`config.mk`:
```
export PLATFORM = sky130hd
export DESIGN_NAME = obj_draw
export DESIGN_NICKNAME = d
export VERILOG_FILES = /design/src/obj_pkg.sv /design/src/obj_draw.sv
export SDC_FILE = /design/constraint.sdc
export NUM_CORES = 1
export LEC_CHECK = 0
export ABC_CLOCK_PERIOD_IN_PS = 2000
export BUFFER_PORTS_ARGS = -buffer_cell sky130_fd_sc_hd__buf_2
export CAP_MARGIN = 10
export CORE_MARGIN = 8
export CORE_UTILIZATION = 40
export DETAILED_ROUTE_END_ITERATION = 10
export GPL_ROUTABILITY_DRIVEN = 0
export SLEW_MARGIN = 20
export SYNTH_ARGS = -nofsm -noshare
export SYNTH_HDL_FRONTEND = slang
export SYNTH_SLANG_ARGS = --single-unit
```
`constraint.sdc`:
```
create_clock -name clk -period 2 [get_ports clk]
set_input_delay 0.1 -clock clk [delete_from_list [all_inputs] [get_ports clk]]
set_output_delay 0.1 -clock clk [all_outputs]
set_load 0.02 [all_outputs]
```
`src/obj_pkg.sv`:
```
`default_nettype none

package obj_pkg;

    // object table, 4 words per slot
    typedef logic [8:0]  tbl_addr_t;   // slot * 4 + word index
    typedef logic [15:0] tbl_word_t;

    // graphics ROM
    typedef logic [19:0] rom_addr_t;   // code, then 4-bit sub-row
    typedef logic [31:0] rom_word_t;   // 8 pixels as 4 bit planes

    // pixel fields
    typedef logic [4:0]  pal_t;
    typedef logic [3:0]  colour_t;
    typedef logic [8:0]  pixel_t;      // palette above colour
    typedef logic [8:0]  buf_addr_t;   // wraps at 512

    // draw engine FSM
    typedef enum logic [2:0] {
        idle,
        read_attr,
        read_code,
        read_x,
        fetch,
        plot,
        next
    } draw_state_t;

    // transparent, written back after every video read
    localparam pixel_t pix_clear = '1;

endpackage

`default_nettype wire

```
`src/obj_draw.sv`:
```
`timescale 1ns/1ps
`default_nettype none

module obj_draw #(
    parameter int obj_slots = 121
) (
    input  logic               clk,
    input  logic               rst,
    input  logic               start,
    output obj_pkg::tbl_addr_t rd_addr,
    input  obj_pkg::tbl_word_t rd_data,
    output logic               rom_cs,
    output logic               rom_half,
    output obj_pkg::rom_addr_t rom_addr,
    input  obj_pkg::rom_word_t rom_data,
    input  logic               rom_ok,
    output logic               buf_wr,
    output obj_pkg::buf_addr_t buf_addr,
    output obj_pkg::pixel_t    buf_data,
    output logic               done
);
    import obj_pkg::*;

    draw_state_t state;
    logic [6:0]  slot;
    logic [1:0]  widx;       // word within the slot
    logic [2:0]  cnt;        // pixel within the half
    logic        second;     // working on the second ROM half
    logic        last_slot;

    tbl_word_t   attr;
    rom_word_t   pxl;
    buf_addr_t   pos;

    logic [3:0]  vsub;
    logic        hflip;
    pal_t        pal;
    colour_t     colour;

    // attribute fields, bit 6 (vflip) is resolved by the scan stage
    assign vsub  = attr[11:8];
    assign hflip = attr[5];
    assign pal   = attr[4:0];

    // leftmost pixel sits in the top bit of each plane byte
    assign colour = hflip ? {pxl[24], pxl[16], pxl[8], pxl[0]}
                          : {pxl[31], pxl[23], pxl[15], pxl[7]};

    assign last_slot = (slot == 7'(obj_slots - 1));

    always_comb begin
        case (state)
            read_attr: widx = 2'd0;
            read_code: widx = 2'd1;
            idle:      widx = 2'd0;
            default:   widx = 2'd2;   // x word stays on the bus
        endcase
    end

    assign rd_addr = {slot, widx};

    always_ff @(posedge clk or posedge rst) begin
        if (rst) begin
            state    <= idle;
            slot     <= '0;
            cnt      <= '0;
            second   <= 1'b0;
            rom_cs   <= 1'b0;
            rom_half <= 1'b0;
            buf_wr   <= 1'b0;
            done     <= 1'b0;
        end else begin
            buf_wr <= 1'b0;
            done   <= 1'b0;
            case (state)
                idle: begin
                    if (start) begin
                        slot  <= '0;
                        state <= read_attr;
                    end
                end
                read_attr: state <= read_code;
                read_code: state <= read_x;
                read_x: begin
                    rom_cs   <= 1'b1;
                    rom_half <= hflip;   // hflip starts on the right half
                    second   <= 1'b0;
                    state    <= fetch;
                end
                fetch: begin
                    if (rom_ok) begin
                        rom_cs   <= 1'b0;
                        rom_half <= ~rom_half;
                        cnt      <= '0;
                        state    <= plot;
                    end
                end
                plot: begin
                    buf_wr <= 1'b1;
                    cnt    <= cnt + 3'd1;
                    if (cnt == 3'd7) begin
                        if (second) begin
                            state <= next;
                        end else begin
                            second <= 1'b1;
                            rom_cs <= 1'b1;
                            state  <= fetch;
                        end
                    end
                end
                next: begin
                    if (last_slot) begin
                        done  <= 1'b1;
                        state <= idle;
                    end else begin
                        slot  <= slot + 7'd1;
                        state <= read_attr;
                    end
                end
                default: state <= idle;
            endcase
        end
    end

    // datapath, follows the FSM
    always_ff @(posedge clk) begin
        case (state)
            read_code: attr <= rd_data;
            read_x:    rom_addr <= {rd_data, vsub};   // rd_data is the code here
            fetch: begin
                if (!second) pos <= rd_data[8:0];    // x word
                if (rom_ok)  pxl <= rom_data;
            end
            plot: begin
                buf_addr <= pos;
                buf_data <= {pal, colour};
                pos      <= pos + 9'd1;   // wraps at 512
                pxl      <= hflip ? pxl >> 1 : pxl << 1;
            end
            default: ;
        endcase
    end

endmodule

`default_nettype wire

```
## Word-level counts from Yosys, hierarchy flattened

Cells that the tools add are included.

| storage, ports and cells | value |
|---|---|
| register bits | 109 |
| input port bits | 52 |
| output and inout bits | 51 |
| logic and storage cells | 75 |

| cells by class | value |
|---|---|
| add/subtract/negate cells | 3 |
| equality and inequality tests | 14 |
| multiplexer cells | 29 |
| bitwise gates (word level) | 1 |
| reduce and logical (&&, ||, !) cells | 14 |

Operators with widths:

| kind | count |
|---|---|
| two-way mux 32 bit | 2 |
| case mux 32 bit (2 select lines) | 1 |
| case mux 3 bit (7 select lines) | 1 |
| case mux 9 bit (2 select lines) | 1 |
| two-way mux 7 bit | 2 |
| case mux 7 bit (2 select lines) | 1 |
| == test 3 bit (second input constant) | 4 |
| two-way mux 3 bit | 4 |
| inequality test 2 bit (second input constant) | 6 |
| adder 9 x 1 -> 9 bit (second input constant) | 1 |
| two-way mux 1 bit | 9 |
| two-way mux 9 bit | 1 |
| AND reduction 2 bit | 4 |
| nonzero test 2 bit | 4 |
| adder 7 x 1 -> 7 bit (second input constant) | 1 |
| == test 7 bit (second input constant) | 1 |
| == test 3 x 2 -> 1 bit (second input constant) | 2 |
| case mux 3 bit (2 select lines) | 1 |
| AND reduction 3 bit | 2 |
| two-way mux 4 bit | 1 |
| case mux 1 bit (2 select lines) | 2 |
| case mux 2 bit (2 select lines) | 1 |
| AND reduction 4 bit | 1 |
| adder 3 x 1 -> 3 bit (second input constant) | 1 |
| 7 further kinds | 7 |

## Logic depth before layout (Yosys ltp)

Gate-level depths: netlist of the first run.

| depth | value |
|---|---|
| word-level depth | 3 |
| gate-level depth with buffers | 7 |
| gate-level depth less buffers | 5 |

## Worst setup path after synthesis of the first run

No wires, ideal clock.

| timing | value |
|---|---|
| path kind | reg-to-reg |
| start | reg state[2] |
| end | reg pxl[0], enable pin |
| setup time | 387 ps |
| data arrival time | 1513 ps |
| data required time | 1613 ps |
| setup slack | 100 ps |
| stages on the path, launching flop included | 5 |
| buffers on the path | 1 |
| clock period less this slack | 1900 ps |
| path through | dfrtp_1 clkbuf_1 nor2b_1 o21ai_0 inv_1 |

| on the way | value |
|---|---|
| word-level cells in the longest chain between the ends | 3 |
| elaborated cells on any way between the ends | 5 |
| classes of those cells | 3 x eq/ne; 2 x reduce/logical |

RTL lines:

| element | RTL line | RTL |
|---|---|---|
| from (decl) | obj_draw.sv:24 | `draw_state_t state;` |
| from (signal assigned) | obj_draw.sv:64 | `state <= idle;` |
| from (signal assigned) | obj_draw.sv:79 | `state <= read_attr;` |
| from (signal assigned) | obj_draw.sv:82 | `read_attr: state <= read_code;` |
| == test 3 bit | obj_draw.sv:127 | `case (state)` |
| inequality test 2 bit (no line) / nonzero test 2 bit (equally long branches) | -- |  |
| AND reduction 2 bit (no line) (*) | -- |  |
| to (signal assigned) | obj_draw.sv:132 | `if (rom_ok) pxl <= rom_data;` |
| to (signal assigned) | obj_draw.sv:138 | `pxl <= hflip ? pxl >> 1 : pxl << 1;` |
| to (decl) | obj_draw.sv:32 | `rom_word_t pxl;` |

Every way passes the cells marked *; elsewhere a longest branch is shown, timed or not.
A chain may end at the register's enable or synchronous reset.

## Worst setup path in the final report of the first run

| timing | value |
|---|---|
| start | reg state[2] |
| end | reg pos[5] (data pin) |

| on the way | value |
|---|---|
| word-level cells in the longest chain between the ends | 2 |
| elaborated cells on any way between the ends | 3 |
| classes of those cells | 2 x eq/ne; 1 x mux |

RTL lines:

| element | RTL line | RTL |
|---|---|---|
| == test 3 bit | obj_draw.sv:127 |  |
| case mux 9 bit (2 select lines) (*) | obj_draw.sv:127 |  |
| to (signal assigned) | obj_draw.sv:131 | `if (!second) pos <= rd_data[8:0];` |
| to (signal assigned) | obj_draw.sv:137 | `pos <= pos + 9'd1;` |
| to (decl) | obj_draw.sv:33 | `buf_addr_t pos;` |

Marks and branches as above.

==> summary.md, run 1 <==
| Metric | Value |
|---|---|
| Status | finished clean |
| Initial antenna violation count | 0 |
| FFs w/ async S/R, synth | between 10% and 20% |
| First-pass GRT wire length | between 15000 and 20000 um |
| Final #Nets | around 530 |
| CTS Buffer Depth | 2 |
| Peak Freq | 0.588 GHz |
| Die Width | between 100 and 150 um |
| Synth Warn # | 0 |
| Via count | 3089 |
| Die ar. | between 15000 and 20000 sq um |
| Met3 GRT Util | 3.61% |
| TNS Setup | 0 ps |
| Avg Cell Area, Syn | 13.3 sq um |
| WP data required | 2080 ps |
| Worst Setup Start Kind | flop |
| Worst Skew | roughly 8.8 ps |
| PwrDens | 1240 nW/um^2 |
| #FFs+latches synth | between 100 and 150 |
| Detail Route Antenna Nets | 0 |
| Final hold vios | 0 |
| Wire per inst | around 16 um |
| CTS tree | built |
| Die Y | between 100 and 150 um |
| M2 GR Usage | 21.0% |
| Relative slew slack | a little over 50% |
| GRT Total Usage | between 10% and 20% |
| Met1 usage | about 17% |
| PortBufs | slightly above 100 |
| Final Cycle Share | 85.1% |
| Layout Utilization | between 50 and 60% |
| Final Slew Violations | 0 |
| Crit path cell chain | buf_4, nand3b_1, inv_1, a31oi_1 |
| GRT overflow | 0 |
| Top FF cell, synth | edfxtp_1 |
| Core Area | about 11000 sq um |
| Worst path max stage delay | approximately 530 ps |
| Ant diodes | 0 |
| Synthesized area | around 4600 sq um |
| # setup viols final | 0 |
| I/O Pins | between 100 and 150 |
| Vias in the first global route | roughly 3100 |
| TritonRoute pass-1 iters | 4 |
| Static Leak | ~2.5 nW |
| Seq/Total Area, Yosys | around 70% |
| Max_cap viols | 0 |
| WP data arrival | 1780 ps |
| Clk_lat worst skew | between 300 and 400 ps |
| Initial core utilization | a little over 40% |
| CTS sink count | about 110 |
| Post_cts resized | 0 |
| Layout cells sized above 1 | just under 30% |
| Worst slew pin tran | 721 ps |
| CP Class | flop to flop |
| Fillers | between 900 and 1000 |
| Post-synthesis cell type count | 44 |
| Post-synth EDFFs | between 80 and 90 |
| RSZ-0062 raised after global routing | no |
| Crit Path Max Fanout | 16 |
| Vias per inst | 5.01 |
| DRC errors left | 0 |
| Post-Syn Instances | ~350 |
| Slowest CP cell | dfrtp_1 |
| Maximum vdd drop | 0.890 mV |
| Num CTS Buffers | 9 |
| Worst hold path type | input pin to flop |
| DRT iter0 DRCs | approximately 220 |
| CTS root buf | clkbuf_16 |
| Reg clk slew, reported paths | ~90 ps |
| Pin count of the biggest net entering global routing | 43 |
| # rows | 39 |
| H-tree depth | 3 |
| Post-Route WL | just under 10000 um |
| CP endpoint kind | flop |
| Period minus WS final | around 1700 ps |
| Syn_nets | about 400 |
| Synthesis-to-layout area growth | 26.8% |
| DP HPWL | 6880 um |
| Global routing's busiest layer | met2 |
[layout make-up]
class                      instances  area [sq um]  share of cell area, %
sequential                       107          3120                   53.8
multi-input combinational        209          1340                   23.0
timing repair buffer             130           801                   13.8
clock buffer                       9           225                   3.88
tap                              143           179                   3.08
clock inverter                     7          98.8                   1.70
inverter                          11          41.3                  0.711
[placed cells by master, fill, tap and decap left out, drive strengths merged, types with 2 or more instances in the layout]
cell type      n
nand4          2
nor2           5
and3b          3
o21ai         39
dfrtp         18
edfxtp        89
clkbuf         9
a31oi          5
a21oi          6
or3            4
inv           16
a211o          4
mux2           4
nand2b         2
a22o           3
xor2           2
buf          113
dlygate4sd3   17
nand2         51
nand3b         3
mux2i         30
nand3         11
ha             5
clkinv         2
and4           2
and3           4
nor2b          2
nor3           5
[final timing paths]
path / startpoint / end / slack, ps / depth (start not counted)
worst min register to register: attr[1] / buf_data[5] / 420 / 0
worst min-delay path: rom_data[22] / pxl[22] / 20 / 3
max in group asynchronous: rst / buf_wr / 1150 / 3
min in group asynchronous: rst / slot[1] / 390 / 3
worst max-delay path: state[2] / pos[5] / 300 / 4
worst max register to register: state[2] / pos[5] / 300 / 4
[cell families after synthesis]
group | Yosys count | synth area share [%]
AOI/OAI and AO/OA | 69 | 9.13
DFF | 107 | 68.2
and+or+nand+nor | 98 | 10.5
xor gates and xnor gates | 3 | 0.574
adders and majority gates | 5 | 1.37
buffers and inverters | 29 | 2.65
muxes | 34 | 7.55
[cells in the mapped netlist (2+ instances only)]
library cell,count,area [sq um]
nand3b_1,3,22.5
ha_1,5,62.6
dfrtp_1,18,450
edfxtp_1,89,2670
o21ai_0,39,195
nand4_1,2,12.5
mux2_2,4,45.0
nand3_1,11,55.1
nor3_1,5,25.0
clkbuf_1,13,48.8
a211o_1,4,35.0
mux2i_1,30,300
nand2_1,51,191
a22o_1,3,26.3
a31oi_1,5,31.3
xor2_1,2,17.5
a21oi_1,6,30.0
nor2_1,5,18.8
and3_1,4,25.0
and4_1,2,17.5
buf_2,4,20.0
inv_1,11,41.3
and3b_1,3,26.3
nand2b_1,2,12.5
or3_1,4,25.0
nor2b_1,2,12.5
[registers in the layout, indices dropped and copies added, names as in the netlist, 3 cells and up]
register,flops
slot,7
rom_addr,20
attr,10
cnt,3
state,3
pxl,32
buf_data,9
pos,9
buf_addr,9
[worst max-delay path, delay by kind of cell (launching register included)]
kind                   cells  cell delay [ps]
AND/OR/NAND/NOR            1              140
buffers and inverters      2              600
AO/OA/AOI/OAI              1              160
flip-flops                 1              530
[routing by layer]
metal  part of all wire (%)  wire length [um]
met5                      0                 0
met4                    1.5               144
met3                    6.5               632
met2                     46              4490
met1                     46              4480
[metrics by stage]
| stage | cells | setup WS [ps] | cell area, sq um | hold WS (ps) | power, mW |
|---|---|---|---|---|---|
| after floorplan | 345 | 99.7 | 4580 | 38.6 | 4.67 |
| after global placement | 583 | 356 | 5310 | 265 | 5.32 |
| after detailed placement | 583 | 309 | 5310 | 264 | 5.37 |
| after CTS | 616 | 282 | 5810 | 11.2 | 7.27 |
| after global routing | 616 | 137 | 5810 | 15.8 | 7.62 |
| final | 616 | 298 | 5810 | 21.5 | 7.19 |
[where the power goes]
part           internal, mW  total, mW  leakage [nW]  switching, mW
combinational         0.751       1.92          1.29           1.17
clock                 0.928       1.88         0.157          0.951
sequential             3.09       3.38          1.05          0.295
[timing repair]
| item | 4_1_cts | 5_1_grt |
|---|---|---|
| hold buffers | 17 | 0 |
| endpoints found under the hold margin | 44 | 0 |
| buffers inserted | 0 | 0 |
No activity file was read; power rests on OpenSTA's default activity.
==> run 2: changes to the inputs <==
Settings changed: ABC_CLOCK_PERIOD_IN_PS 2000 to 2150.
Clock period 2 ns to 2.15 ns, I/O delays scaled along.
==> run 2 against run 1 <==
Against the previous run:
- core utilization down 0.33 points
- non-clock buffer count decreased by 3
- design area is 0.65% lower
- sequential share of layout area increased by 0.35 points
- fmax down 4.7%
- clock skew up 3.2 ps
- power decreased by 8.2%
- combinational power decreased by 11%
==> summary.md, run 2 (synthesis gave the netlist of run 1 again) <==
| Metric | Value |
|---|---|
| Period minus WS final | 1790 ps (+83.9 ps) |
| Internal reg-to-reg setup slack | 360 ps (+70 ps) |
| Slowest CP cell | or4b_4 |
| DRT iter0 DRCs | 227 (+5.6%) |
| Ant diodes | 0 (unchanged) |
| PortBufs | 102 (unchanged) |
| Peak Freq | 0.560 GHz (-4.7%) |
| Worst slew pin tran | 718 ps (-2.99 ps) |
| Final Slew Violations | 0 (unchanged) |
| # rows | 39 (unchanged) |
| GRT Total Usage | 13.0% (-0.43 points) |
| Final Cycle Share | 83.0% (-2.0 points) |
| Synthesis-to-layout area growth | 26.0% |
| Hold endpoint | pxl[26] |
| Die Width | 123 um (unchanged) |
| DP HPWL | 6890 um (about the same) |
| Worst r2r dst | slot[1] |
| I/O Pins | 103 (unchanged) |
| CTS root buf | clkbuf_16 |
| Post-Route WL | 9860 um (+1.1%) |
| Wire per inst | 16.1 um (+1.6%) |
| Largest Register | pxl |
| Crit Path Max Fanout | 15 (-1) |
| Final std cells w/o fill | 613 (-0.49%) |
| DRC errors left | 0 (unchanged) |
| Final hold vios | 0 (unchanged) |
| Die Y | 123 um (unchanged) |
| PwrDens | 1140 nW/um^2 (-7.6%) |
| CTS tree | built |
| TNS Setup | 0 ps (unchanged) |
| Number of flip-flops in the largest register | 32 (unchanged) |
| Static Leak | 2.48 nW (-0.81%) |
| CP Class | flop to flop |
| Worst hold path type | input pin to flop |
| Post-CTS setup buffer count | 0 (unchanged) |
| Reg clk slew, reported paths | 80 ps (about the same) |
| WP data required | 2390 ps (+310 ps) |
| Maximum vdd drop | 0.469 mV (-47%) |
| Worst Skew | 12.0 ps (+3.19 ps) |
| Fillers | 1001 (+0.91%) |
| # hold bufs at CTS | 16 (-1) |
| # setup viols final | 0 (unchanged) |
| Design area | 5770 sq um (-0.65%) |
| Commonest non-fill, non-tap cell in the layout | buf_2 |
| Worst path max stage delay | 590 ps (+60 ps) |
| CTS Buffer Depth | 2 (unchanged) |
| Num CTS Buffers | 9 (unchanged) |
| Final #Nets | 522 (-0.57%) |
| Via count | 3118 (+0.94%) |
| Die ar. | 15100 sq um (unchanged) |
| Hold Path Origin | rom_data[26] |
| Status | finished clean |
| Detail Route Antenna Nets | 0 (unchanged) |
| Initial antenna violation count | 0 (unchanged) |
| Clk_lat worst skew | 350 ps (about the same) |
| Vias per inst | 5.09 (+1.4%) |
| R2R cell count | 3 (-1) |
| CTS sink count | 107 (unchanged) |
| Worst Setup Start Kind | flop |
| Core Area | 11300 sq um (unchanged) |
| DP Area | 5290 sq um (-0.42%) |
| Vias in the first global route | 3073 (-2.0%) |
| WP data arrival | 2020 ps (+240 ps) |
| Initial core utilization | 40.6% (unchanged) |
| Pin count of the biggest net entering global routing | 44 (+2.3%) |
| TritonRoute pass-1 iters | 4 (unchanged) |
| CP endpoint kind | flop |
| Top flop regs | pxl x32, rom_addr x20, attr x10 |
| Crit path cell chain | or4b_4, and2_4, a221o_1 |
| Commonest non-fill, non-tap cells in the layout | buf_2, edfxtp_1, nand2_1 |
| Cells after DPL | 580 (-0.51%) |
| RSZ-0062 raised after global routing | no |
| GRT overflow | 0 (unchanged) |
| Relative slew slack | 52.1% (+0.20 points) |
| Hold Path Depth | 3 (unchanged) |
| First-pass GRT wire length | 15300 um (-2.5%) |
| Reg2reg start | state[0] |
| Layout cells sized above 1 | 28.5% (-0.45 points) |
| H-tree depth | 3 (unchanged) |
| Max_cap viols | 0 (unchanged) |
| Post_cts resized | 0 (unchanged) |
[run 2: changes by cell type in the layout (fill, tap and decap cells not counted)]
cell,before,now
inv_12,2,1
inv_6,0,2
buf_4,8,5
clkinv_8,2,1
[run 2: cell type report]
cell class | count | area, sq um | share of cell area (%)
clock buffer | 9 | 225 | 3.90
clock inverter | 7 | 83.8 | 1.45
inverter | 11 | 41.3 | 0.716
multi-input combinational | 209 | 1340 | 23.2
sequential | 107 | 3120 | 54.1
tap | 143 | 179 | 3.10
timing repair buffer | 127 | 778 | 13.5
[run 2: stage by stage]
stage / total power [mW] / setup slack, ps / utilization, % / hold WS, ps
global route: 6.97 / 284 / 51.2 / 35.6
detailed placement: 4.96 / 394 / 46.9 / 286
floorplan: 4.34 / 250 / - / 46.1
CTS: 6.69 / 376 / 51.1 / 0.940
global placement: 4.91 / 416 / 46.9 / 268
finish: 6.60 / 364 / 51.2 / 33.1
[run 2: worst max-delay path by stage]
stage,depth (start not counted),from,endpoint
final,3,state[0],slot[1]
after global routing,3,state[2],pos[6]
after CTS,3,state[0],slot[1]
after detailed placement,3,state[0],slot[1]
after global placement,3,state[0],slot[1]
after floorplan,4,state[2],pxl[0]
[run 2: per-layer routing]
layer / GRT usage, % / vias to the layer above / wire length (um)
li1: - / 1534 / -
met4: 4.97 / 0 / 123
met3: 3.20 / 8 / 697
met1: 16.3 / 1479 / 4320
met2: 21.3 / 97 / 4720
met5: 0 / - / 0
[run 2: report_power, final]
group	leakage [nW]	switching (mW)	internal, mW
Combinational	1.28	1.04	0.667
Clock	0.152	0.837	0.846
Sequential	1.05	0.334	2.87
[run 2: worst max-delay path: cells and delay by family (launching register included)]
| family | cells | cell delay [ps] |
|---|---|---|
| AND/OR/NAND/NOR | 2 | 790 |
| AO/OA/AOI/OAI | 1 | 340 |
| flip-flops | 1 | 540 |
==> run 3: changes to the inputs <==
Settings changed: ABC_CLOCK_PERIOD_IN_PS 2150 to 1700.
Clock period 2.15 ns to 1.7 ns, I/O delays scaled along.
==> run 3 against run 2 <==
Against the previous run:
- die area unchanged
- clock power up 25%
- critical path type unchanged
- critical endpoint unchanged
- fmax rose by 8.9%
- clock skew down 2.9 ps
==> summary.md, run 3 (synthesis gave the netlist of run 1 again) <==
| Metric | Value |
|---|---|
| First-pass GRT wire length | 15700 um (+2.2%) |
| Clk_lat worst skew | 350 ps (about the same) |
| Worst r2r dst | slot[1] |
| Hold slack | 7.85 ps (-25.3 ps) |
| Peak Freq | 0.610 GHz (+8.9%) |
| Internal reg-to-reg setup slack | 60 ps (-300 ps) |
| CTS root buf | clkbuf_16 |
| RSZ-0062 raised after global routing | no |
| Relative slew slack | 52.0% (-0.068 points) |
| # setup viols final | 0 (unchanged) |
| DRT iter0 DRCs | 171 (-25%) |
| Detail Route Antenna Nets | 0 (unchanged) |
| Vias per inst | 5.04 (-0.94%) |
| Worst slew pin tran | 719 ps (+1.02 ps) |
| Number of flip-flops in the largest register | 32 (unchanged) |
| Post-Route WL | 9700 um (-1.6%) |
| Period minus WS final | 1640 ps (-146 ps) |
| Setup Slack @ Placement | 57.5 ps (-336 ps) |
| Crit path launch | state[1] |
| CTS Buffer Depth | 2 (unchanged) |
| Core Area | 11300 sq um (unchanged) |
| Fillers | 995 (-0.60%) |
| Area occupied by multi-input gates | 1350 sq um (+0.56%) |
| DP HPWL | 6870 um (-0.27%) |
| Synthesis-to-layout area growth | 28.1% |
| # rows | 39 (unchanged) |
| Final std cells w/o fill | 621 (+1.3%) |
| I/O Pins | 103 (unchanged) |
| Reg clk slew, reported paths | 80 ps (about the same) |
| Worst hold path type | input pin to flop |
| Commonest non-fill, non-tap cells in the layout | buf_2, edfxtp_1, nand2_1 |
| TNS Setup | 0 ps (unchanged) |
| Final hold vios | 0 (unchanged) |
| Register Area | 3120 sq um (unchanged) |
| Max_cap viols | 0 (unchanged) |
| Cells after DPL | 587 (+1.2%) |
| WP data arrival | 1890 ps (-130 ps) |
| Worst Skew | 9.12 ps (-2.86 ps) |
| Reg2reg start | state[1] |
| CP bufs+invs | 0 (unchanged) |
| CTS sink count | 107 (unchanged) |
| GRT overflow | 0 (unchanged) |
| Largest Register | pxl |
| Initial antenna violation count | 0 (unchanged) |
| CTS tree | built |
| PwrDens | 1440 nW/um^2 (+26%) |
| CP Class | flop to flop |
| Layout cells sized above 1 | 30.3% (+1.8 points) |
| Die Width | 123 um (unchanged) |
| Status | finished clean |
| Vias in the first global route | 3142 (+2.2%) |
| Initial core utilization | 40.6% (unchanged) |
| Layout Utilization | 52.0% (+0.85 points) |
| Top flop regs | pxl x32, rom_addr x20, attr x10 |
| Top delay family on crit path | simple AND/OR/NAND/NOR gates |
| Die Y | 123 um (unchanged) |
| Critical Path Stages | 3 (unchanged) |
| Num CTS Buffers | 9 (unchanged) |
| H-tree depth | 3 (unchanged) |
| Ant diodes | 0 (unchanged) |
| Hold Path Depth | 3 (unchanged) |
| Maximum vdd drop | 0.630 mV (+34%) |
| Setup WS post-layout | 60.1 ps (-304 ps) |
| GRT Total Usage | 13.2% (+0.28 points) |
| R2R cell count | 3 (unchanged) |
| Commonest non-fill, non-tap cell in the layout | buf_2 |
| WP data required | 1950 ps (-440 ps) |
| Final Cycle Share | 96.5% (+13 points) |
| Worst path max stage delay | 570 ps (-20 ps) |
| Static Leak | 2.51 nW (+0.97%) |
| PortBufs | 102 (unchanged) |
| CP endpoint kind | flop |
| Pin count of the biggest net entering global routing | 38 (-14%) |
| Slowest CP cell | or4b_4 |
| Final Slew Violations | 0 (unchanged) |
| Crit Path Max Fanout | 6 (-9) |
| DRC errors left | 0 (unchanged) |
| Crit path to | slot[1] |
| Final #Nets | 530 (+1.5%) |
| Via count | 3129 (+0.35%) |
| Worst Setup Start Kind | flop |
| Crit path cell chain | or4b_4, and2_4, a221o_1 |
| Wire per inst | 15.6 um (-2.8%) |
| Die ar. | 15100 sq um (unchanged) |
| Post_cts resized | 0 (unchanged) |
| TritonRoute pass-1 iters | 4 (unchanged) |
## run 3: repair_timing
item / in CTS / in global routing
hold endpoints to repair: 45 / 0
buffers inserted: 0 / 0
hold buffers: 18 / 0
endpoints found under the setup margin: 0 / 0
## run 3: worst min-delay path: stages
cell and delay, ps:
buf_2 80, nand2_1 30, o21ai_0 50
## run 3: through the flow
step	cell area, sq um	power (mW)
global placement	5380	6.36
CTS	5860	8.56
detailed placement	5380	6.42
finish	5860	8.45
global route	5860	8.95
floorplan	4600	5.53
## run 3: power breakdown
group          internal, mW  switching, mW
Combinational         0.961           1.43
Clock                  1.05           1.06
Sequential             3.63          0.329
## run 3: layer usage
layer	track usage [%]	part of all wire, %
met1	17.2	45
met2	21.1	47
met3	2.69	6.2
met4	6.09	1.8
met5	0	0
## run 3: how the worst min path moves through the flow
stage | start | to | slack (ps)
2_1_floorplan | rst | buf_wr | 20
3_3_place_gp | rst | slot[5] | 260
3_5_place_dp | rst | slot[5] | 250
4_1_cts | rom_data[31] | pxl[31] | 0.04
5_1_grt | rom_data[31] | pxl[31] | 4
6_report | rom_data[13] | pxl[13] | 8
## run 3: area by class of cell
type	count	area share, %
Clock buffer	9	3.84
Clock inverter	7	1.32
Inverter	11	0.832
Multi-Input combinational cell	209	22.9
Sequential cell	107	53.3
Tap cell	143	3.05
Timing Repair Buffer	135	14.8
